`src/source/afi_phy_cfg.svh`:
```
`ifndef AFI_PHY_CFG_SVH
`define AFI_PHY_CFG_SVH

// AFI bus widths for a single rank at full rate
`define AFI_ADDR_W 15
`define AFI_BA_W 3
`define AFI_CS_W 1
`define AFI_DATA_W 32
`define AFI_DM_W 4

// Programmable delay lines
`define MAX_SHIFT 8
`define SHIFT_W 3

// Calibration skip-steps register
`define CALIB_REG_W 8

// APB bus and register map
`define APB_ADDR_W 8
`define APB_DATA_W 32
`define REG_CTRL `APB_ADDR_W'('h0)
`define REG_LAT `APB_ADDR_W'('h4)
`define REG_CALIB `APB_ADDR_W'('h8)

`endif

```
`src/source/afi_phy_pkg.sv`:
```
`include "afi_phy_cfg.svh"

package afi_phy_pkg;

	// Tap select for the programmable delay lines
	typedef logic [`SHIFT_W-1:0] shift_t;

	// One address/command slot as seen on the AFI side
	typedef struct packed
	{
		logic [`AFI_ADDR_W-1:0] addr;
		logic [`AFI_BA_W-1:0] ba;
		logic [`AFI_CS_W-1:0] cs_n;
		logic [`AFI_CS_W-1:0] cke;
		logic [`AFI_CS_W-1:0] odt;
		logic ras_n;
		logic cas_n;
		logic we_n;
		logic rst_n;
	} afi_cmd_t;

	// One write data slot
	typedef struct packed
	{
		logic [`AFI_DATA_W-1:0] wdata;
		logic [`AFI_DM_W-1:0] dm;
		logic valid;
	} afi_wr_t;

	// Registered word driven towards the memory pins
	typedef struct packed
	{
		afi_cmd_t cmd;
		logic [`AFI_DATA_W-1:0] dq;
		logic [`AFI_DM_W-1:0] dm;
		logic dqs_en;
		logic oct_en;
		logic dq_oe;
	} mem_bus_t;

	// Safe idle command that deselects the memory and holds it in reset
	localparam afi_cmd_t AFI_NOP = '{
		addr: '0,
		ba: '0,
		cs_n: '1,
		cke: '0,
		odt: '0,
		ras_n: 1'b1,
		cas_n: 1'b1,
		we_n: 1'b1,
		rst_n: 1'b0
	};

endpackage

```
`src/source/addr_cmd_path.sv`:
```
`include "afi_phy_cfg.svh"

module addr_cmd_path
	import afi_phy_pkg::*;
(
	input logic pll_afi_clk,
	input logic reset,
	input afi_cmd_t afi_cmd,
	input shift_t ac_shift,
	input logic mem_stable,
	output afi_cmd_t cmd
);

	afi_cmd_t cmd_dly;

	// Command slots leave 1+ac_shift cycles after entry
	afi_delay_line #(
		.payload_t(afi_cmd_t),
		.DEPTH(`MAX_SHIFT)
	) u_cmd_dly (
		.pll_afi_clk(pll_afi_clk),
		.reset(reset),
		.tap(ac_shift),
		.d(afi_cmd),
		.q(cmd_dly)
	);

	// Hold the memory deselected and in reset until it is marked stable
	always_comb
	begin
		if (mem_stable)
			cmd = cmd_dly;
		else
			cmd = AFI_NOP;
	end

endmodule

```
`src/source/afi_delay_line.sv`:
```
`include "afi_phy_cfg.svh"

module afi_delay_line
	import afi_phy_pkg::*;
#(
	parameter type payload_t = logic,
	parameter int DEPTH = `MAX_SHIFT
)
(
	input logic pll_afi_clk,
	input logic reset,
	input shift_t tap,
	input payload_t d,
	output payload_t q
);

	// DEPTH-1 chain stages plus the output register
	payload_t stage [DEPTH-1];
	shift_t sel;

	assign sel = tap - shift_t'(1);

	always_ff @(posedge pll_afi_clk)
	begin
		if (reset)
		begin
			for (int i = 0; i < DEPTH - 1; i++)
				stage[i] <= '0;
			q <= '0;
		end
		else
		begin
			stage[0] <= d;
			for (int i = 1; i < DEPTH - 1; i++)
				stage[i] <= stage[i-1];
			// Tap 0 bypasses the chain and takes one cycle through the output register
			q <= (tap == '0) ? d : stage[sel];
		end
	end

endmodule

```
`src/source/afi_phy_top.sv`:
```
`include "afi_phy_cfg.svh"

module afi_phy_top
	import afi_phy_pkg::*;
(
	input logic pll_afi_clk,
	input logic reset,
	input afi_cmd_t afi_cmd,
	input afi_wr_t afi_wr,
	input logic [`APB_ADDR_W-1:0] paddr,
	input logic psel,
	input logic penable,
	input logic pwrite,
	input logic [`APB_DATA_W-1:0] pwdata,
	output logic [`APB_DATA_W-1:0] prdata,
	output logic pready,
	output logic pslverr,
	output mem_bus_t mem,
	output logic mem_ck_en,
	output logic [`CALIB_REG_W-1:0] calib_skip_steps
);

	shift_t ac_shift;
	shift_t wlat;
	logic mem_stable;
	logic mem_clk_disable;
	afi_cmd_t ac_cmd;
	afi_wr_t wr_slot;
	logic dqs_en;
	logic oct_en;

	phy_regs u_regs (
		.pll_afi_clk(pll_afi_clk),
		.reset(reset),
		.paddr(paddr),
		.psel(psel),
		.penable(penable),
		.pwrite(pwrite),
		.pwdata(pwdata),
		.prdata(prdata),
		.pready(pready),
		.pslverr(pslverr),
		.ac_shift(ac_shift),
		.wlat(wlat),
		.mem_stable(mem_stable),
		.mem_clk_disable(mem_clk_disable),
		.calib_skip_steps(calib_skip_steps)
	);

	addr_cmd_path u_ac (
		.pll_afi_clk(pll_afi_clk),
		.reset(reset),
		.afi_cmd(afi_cmd),
		.ac_shift(ac_shift),
		.mem_stable(mem_stable),
		.cmd(ac_cmd)
	);

	write_path u_wr (
		.pll_afi_clk(pll_afi_clk),
		.reset(reset),
		.afi_wr(afi_wr),
		.wlat(wlat),
		.wr(wr_slot),
		.dqs_en(dqs_en),
		.oct_en(oct_en)
	);

	mem_out_stage u_out (
		.pll_afi_clk(pll_afi_clk),
		.reset(reset),
		.cmd(ac_cmd),
		.wr(wr_slot),
		.dqs_en(dqs_en),
		.oct_en(oct_en),
		.mem_clk_disable(mem_clk_disable),
		.mem(mem),
		.mem_ck_en(mem_ck_en)
	);

endmodule

```
`src/source/mem_out_stage.sv`:
```
`include "afi_phy_cfg.svh"

module mem_out_stage
	import afi_phy_pkg::*;
(
	input logic pll_afi_clk,
	input logic reset,
	input afi_cmd_t cmd,
	input afi_wr_t wr,
	input logic dqs_en,
	input logic oct_en,
	input logic mem_clk_disable,
	output mem_bus_t mem,
	output logic mem_ck_en
);

	always_ff @(posedge pll_afi_clk)
	begin
		if (reset)
		begin
			mem.cmd <= AFI_NOP;
			mem.dq <= '0;
			mem.dm <= '0;
			mem.dqs_en <= 1'b0;
			mem.oct_en <= 1'b0;
			mem.dq_oe <= 1'b0;
			mem_ck_en <= 1'b1;
		end
		else
		begin
			mem.cmd <= cmd;
			mem.dq <= wr.wdata;
			mem.dm <= wr.dm;
			mem.dqs_en <= dqs_en;
			mem.oct_en <= oct_en;
			// DQ drivers open with the strobe window
			mem.dq_oe <= dqs_en;
			mem_ck_en <= ~mem_clk_disable;
		end
	end

endmodule

```
`src/source/phy_regs.sv`:
```
`include "afi_phy_cfg.svh"

module phy_regs
	import afi_phy_pkg::*;
(
	input logic pll_afi_clk,
	input logic reset,
	input logic [`APB_ADDR_W-1:0] paddr,
	input logic psel,
	input logic penable,
	input logic pwrite,
	input logic [`APB_DATA_W-1:0] pwdata,
	output logic [`APB_DATA_W-1:0] prdata,
	output logic pready,
	output logic pslverr,
	output shift_t ac_shift,
	output shift_t wlat,
	output logic mem_stable,
	output logic mem_clk_disable,
	output logic [`CALIB_REG_W-1:0] calib_skip_steps
);

	logic addr_hit;
	logic access;

	// No wait states
	assign pready = 1'b1;
	assign access = psel & penable;

	// Read mux and address decode
	always_comb
	begin
		prdata = '0;
		addr_hit = 1'b1;
		case (paddr)
			`REG_CTRL:
				prdata[1:0] = {mem_clk_disable, mem_stable};
			`REG_LAT:
			begin
				prdata[`SHIFT_W-1:0] = ac_shift;
				prdata[4 +: `SHIFT_W] = wlat;
			end
			`REG_CALIB:
				prdata[`CALIB_REG_W-1:0] = calib_skip_steps;
			default:
				addr_hit = 1'b0;
		endcase
	end

	assign pslverr = access & ~addr_hit;

	// Writes land on the access-phase edge
	always_ff @(posedge pll_afi_clk)
	begin
		if (reset)
		begin
			mem_stable <= 1'b0;
			mem_clk_disable <= 1'b0;
			ac_shift <= '0;
			wlat <= '0;
			calib_skip_steps <= '1;
		end
		else if (access && pwrite)
		begin
			case (paddr)
				`REG_CTRL:
				begin
					mem_stable <= pwdata[0];
					mem_clk_disable <= pwdata[1];
				end
				`REG_LAT:
				begin
					ac_shift <= pwdata[`SHIFT_W-1:0];
					wlat <= pwdata[4 +: `SHIFT_W];
				end
				`REG_CALIB:
					calib_skip_steps <= pwdata[`CALIB_REG_W-1:0];
				default:
					;
			endcase
		end
	end

endmodule

```
`src/source/write_path.sv`:
```
`include "afi_phy_cfg.svh"

module write_path
	import afi_phy_pkg::*;
(
	input logic pll_afi_clk,
	input logic reset,
	input afi_wr_t afi_wr,
	input shift_t wlat,
	output afi_wr_t wr,
	output logic dqs_en,
	output logic oct_en
);

	afi_wr_t wr_dly;
	logic oct_post;

	// Write slots leave the line 1+wlat cycles after entry
	afi_delay_line #(
		.payload_t(afi_wr_t),
		.DEPTH(`MAX_SHIFT)
	) u_wr_dly (
		.pll_afi_clk(pll_afi_clk),
		.reset(reset),
		.tap(wlat),
		.d(afi_wr),
		.q(wr_dly)
	);

	// Extra stage so the line output acts as a one-cycle look-ahead
	always_ff @(posedge pll_afi_clk)
	begin
		if (reset)
		begin
			wr <= '0;
			oct_post <= 1'b0;
		end
		else
		begin
			wr <= wr_dly;
			oct_post <= wr.valid;
		end
	end

	// Preamble opens one cycle ahead of the first word
	assign dqs_en = wr_dly.valid | wr.valid;

	// Termination stays on for one cycle past the burst
	assign oct_en = dqs_en | oct_post;

endmodule

```
`config.mk`:
```
export PLATFORM = sky130hd
export DESIGN_NAME = afi_phy_top
export DESIGN_NICKNAME = d
export VERILOG_FILES = /design/src/source/afi_phy_pkg.sv /design/src/source/addr_cmd_path.sv /design/src/source/afi_delay_line.sv /design/src/source/afi_phy_top.sv /design/src/source/mem_out_stage.sv /design/src/source/phy_regs.sv /design/src/source/write_path.sv
export VERILOG_INCLUDE_DIRS = /design/src /design/src/source
export SDC_FILE = /design/constraint.sdc
export NUM_CORES = 1
export LEC_CHECK = 0
export BUFFER_PORTS_ARGS = -buffer_cell sky130_fd_sc_hd__buf_2
export CELL_PAD_IN_SITES_DETAIL_PLACEMENT = 0
export CELL_PAD_IN_SITES_GLOBAL_PLACEMENT = 1
export CORE_AREA = 2 2 228 230
export DETAILED_ROUTE_END_ITERATION = 10
export DIE_AREA = 0 0 230 232
export GPL_TIMING_DRIVEN = 0
export PLACE_DENSITY_LB_ADDON = 0.1
export SLEW_MARGIN = 0
export SYNTH_ARGS = -nofsm -noshare
export SYNTH_HDL_FRONTEND = slang
export SYNTH_SLANG_ARGS = --single-unit
```
`constraint.sdc`:
```
create_clock -name pll_afi_clk -period 2.6 [get_ports pll_afi_clk]
set_input_delay 0.13 -clock pll_afi_clk [delete_from_list [all_inputs] [get_ports pll_afi_clk]]
set_output_delay 0.13 -clock pll_afi_clk [all_outputs]
set_load 0.03 [all_outputs]
```
==> results.sh <==
export IMPL_ys_ff_latch=614
export IMPL_gr_total_overflow=0
export IMPL_cts_buffers=67
export IMPL_synth_async_reset_ratio_pct=0
export IMPL_pre_cts_ws_ns=-1.25
export IMPL_synth_edf_count=0
export IMPL_core_um2=50900
export IMPL_yosys_warnings=0
export IMPL_p_switching_mw=4.32
export IMPL_required_ns=3.08
export IMPL_synthTopCellsByArea="dfxtp_1 58%, nor2b_1 15%, mux2i_1 9.4%"
export IMPL_synth_top_cell_by_area="dfxtp_1"
export IMPL_hold_class="primary input to flip-flop"
export IMPL_fmax_ghz=0.417
export IMPL_post_synth_top_count_cell="dfxtp_1"
export IMPL_grt_pass1_wl_mm=77.8
export IMPL_avgRoutedWirePerCell_um=17.7
export IMPL_max_slew_margin_pct=30.1
export IMPL_antennaDiodeCount=0
export IMPL_fin_crit_sh_pct=92.2
export IMPL_critical_path_arrival_ns=2.88
export IMPL_grt_pass1_vias=13462
export IMPL_drv_cap=0
export IMPL_gp_congestion=0.765
export IMPL_io_pins=214
export IMPL_fin_nets=2261
export IMPL_power_frac_comb_pct=4.2
export IMPL_max_slew_worst_pin_slew_ns=1.05
export IMPL_rsz0062_at_grt="no"
export IMPL_via_per_inst=4.60
export IMPL_cp_start_kind="flip-flop"
export IMPL_die_h_um=232
export IMPL_routed_wl_mm=51.1
export IMPL_netlist_instances=1825
export IMPL_power_mw=20.1
export IMPL_h_tree_depth=3
export IMPL_slew_viol_final=0
export IMPL_p_per_area_nw_per_um2=771
export IMPL_clock_sinks=614
export IMPL_final_hold_viol_count=0
export IMPL_setup_viol=0
export IMPL_die_area_um2=53400
export IMPL_areaGrowthSynthToFinish_pct=22.7
export IMPL_syn_avg_cell_area_um2=11.6
export IMPL_clock_power_share_pct=47.2
export IMPL_peakVddDrop_uv=456
export IMPL_dr_pass1_iters=4
export IMPL_ant_nets=0
export IMPL_drtIter0Drc=473
export IMPL_pwr_share_seq_pct=48.6
export IMPL_clkSlewWorstSetupHoldPaths_ns=0.06
export IMPL_layout_drive_gt1_share_pct=18.4
export IMPL_io_buffer_count=162
export IMPL_start_util_pct=41.6
export IMPL_period_needed_ns=2.40
export IMPL_p_int_mw=15.7
export IMPL_grt_usage_pct=19.2
export IMPL_ys_seq_area_share_pct=58.0
export IMPL_status="finished, final reports clean"
export IMPL_grt_start_max_net_pins=20
export IMPL_hpwl_mm=34.5
export IMPL_rows=83
export IMPL_switching_share_pct=21.5
export IMPL_worst_slack_ns=0.202
export IMPL_ys_types=31
export IMPL_clk_path_buf_depth=3
export IMPL_clock_latency_ns=0.59
export IMPL_num_vias=13230
export IMPL_worst_setup_path_type="flip-flop to flip-flop"
export IMPL_synthDominantCellAreaShare_pct=58.0
export IMPL_synth_ff_type="dfxtp_1"
export IMPL_cts_tree="done"
export IMPL_setup_worst_path_end_class="flip-flop"
export IMPL_leakagePower_nw=9.62
export IMPL_netlist_area_um2=21200
export IMPL_clock_skew_ns=0.0149
export IMPL_synth_commonest_cells="614 x dfxtp_1, 511 x nor2b_1, 200 x mux2i_1, 89 x nor2_1, 87 x clkbuf_1"
export IMPL_path_max_fanout=19
export IMPL_remaining_drc_errors=0
export IMPL_tns_ns=0
export IMPL_antenna_found_initial=0
export IMPL_cts_root_buf="clkbuf_16"
export IMPL_die_x_um=230
export IMPL_final_util_pct=51.1
==> critical path: stages (launching register included) <==
cell and delay, ns:
dfxtp_1 0.30, buf_2 0.18, buf_12 0.21, inv_1 0.08, ha_1 0.28, buf_4 0.23, buf_6 0.22, mux4_2 0.53
a211oi_1 0.26
==> sequential cells by signal, summed over array words and instances (netlist names) <==
name and flops:
u_wr.u_wr_dly.stage 259, u_ac.u_cmd_dly.stage 175, u_out.mem 63, u_wr.u_wr_dly.q 37, u_wr.wr 37, u_ac.u_cmd_dly.q 25, u_regs.calib_skip_steps 8, u_regs.ac_shift 3
u_regs.wlat 3, u_out.mem_ck_en 1, u_regs.mem_clk_disable 1, u_regs.mem_stable 1, u_wr.oct_post 1
==> path summary, 6_finish.rpt <==
kind / start / to / slack (ns) / depth (start not counted)
max: u_regs.ac_shift[0]$_SDFFE_PP0P_ / u_ac.u_cmd_dly.q[22]$_SDFF_PP0_ / 0.20 / 8
min: paddr[2] / u_regs.wlat[0]$_SDFFE_PP0P_ / 0.08 / 4
max reg2reg: u_regs.ac_shift[0]$_SDFFE_PP0P_ / u_ac.u_cmd_dly.q[22]$_SDFF_PP0_ / 0.20 / 8
min reg2reg: u_ac.u_cmd_dly.q[19]$_SDFF_PP0_ / u_out.mem[58]$_SDFF_PP0_ / 0.42 / 1
==> placed cells by master, fill, tap and decap left out, types with 2 or more instances in the layout <==
cell type,n
inv_6,3
clkbuf_2,4
nand2_1,4
dfxtp_1,613
buf_4,43
mux4_2,62
conb_1,25
nand2b_1,21
buf_2,172
a2bb2oi_1,2
clkbuf_1,93
inv_1,65
clkinv_2,11
buf_6,4
buf_12,2
bufinv_16,3
mux2i_1,200
nor4_4,2
clkbuf_8,18
buf_8,2
a211oi_1,60
or2_2,2
nor2_1,89
and2_1,21
clkbuf_16,71
buf_1,2
nor2b_1,511
dlygate4sd3_1,70
a211o_1,2
and3_1,2
a311oi_1,2
a22oi_1,4
ha_1,3
==> metrics by stage <==
stage / area, um^2 / instances / hold slack [ns]
after global routing: 26000 / 2878 / 0.0948
after floorplan: 21300 / 1848 / 0.258
after CTS: 25900 / 2874 / 0.0488
after global placement: 22900 / 2690 / 0.357
final: 26000 / 2878 / 0.0758
after detailed placement: 22900 / 2690 / 0.361
==> routing by layer <==
layer  share of wire (%)  wire length, um  global-route usage, %
met1                  45            22900                   23.6
met5                   0                0                      0
met2                  50            25500                   34.4
met3                 3.4             1720                   2.97
met4                 1.7              885                   5.95
==> power by group through the flow <==
stage / logic (mW) / clock network [mW] / registers [mW]
after global placement: 0.761 / 0 / 9.95
final: 0.836 / 9.48 / 9.74
after CTS: 0.850 / 9.71 / 9.74
after detailed placement: 0.764 / 0 / 9.95
after floorplan: 0.449 / 0 / 9.95
after global routing: 0.909 / 10.1 / 9.77
==> layout make-up <==
| type | instances | area [um^2] |
|---|---|---|
| buffer | 145 | 813 |
| clock buffer | 100 | 2050 |
| clock inverter | 17 | 171 |
| fill | 4652 | 24900 |
| inverter | 65 | 244 |
| multi-input combinational | 1021 | 8040 |
| sequential | 614 | 12300 |
| tap | 680 | 851 |
| timing repair buffer | 236 | 1540 |
==> cells by family (layout without fill, tap and decap cells) <==
kind of cell / count (synthesis) / after routing / share of synthesized area, %
buffers and inverters: 213 / 563 / 4.57
other: 2 / 25 / 0.0354
XOR/XNOR: 2 / 2 / 0.0827
multiplexers: 262 / 262 / 16.0
adder cells (fa/ha/maj): 4 / 4 / 0.236
AO/OA/AOI/OAI: 71 / 71 / 2.54
flip-flops: 614 / 614 / 58.0
AND/OR/NAND/NOR: 657 / 657 / 18.5
==> repair_timing <==
action / CTS / global route
endpoints found under the setup margin: 62 / 18
hold buffers: 70 / 0
pin swaps: 0 / 0
hold endpoints to repair: 140 / 0
buffers inserted: 0 / 4
gates resized for setup: 44 / 5
cloned: 0 / 0
Note: power is estimated with default switching activity, not from simulation.
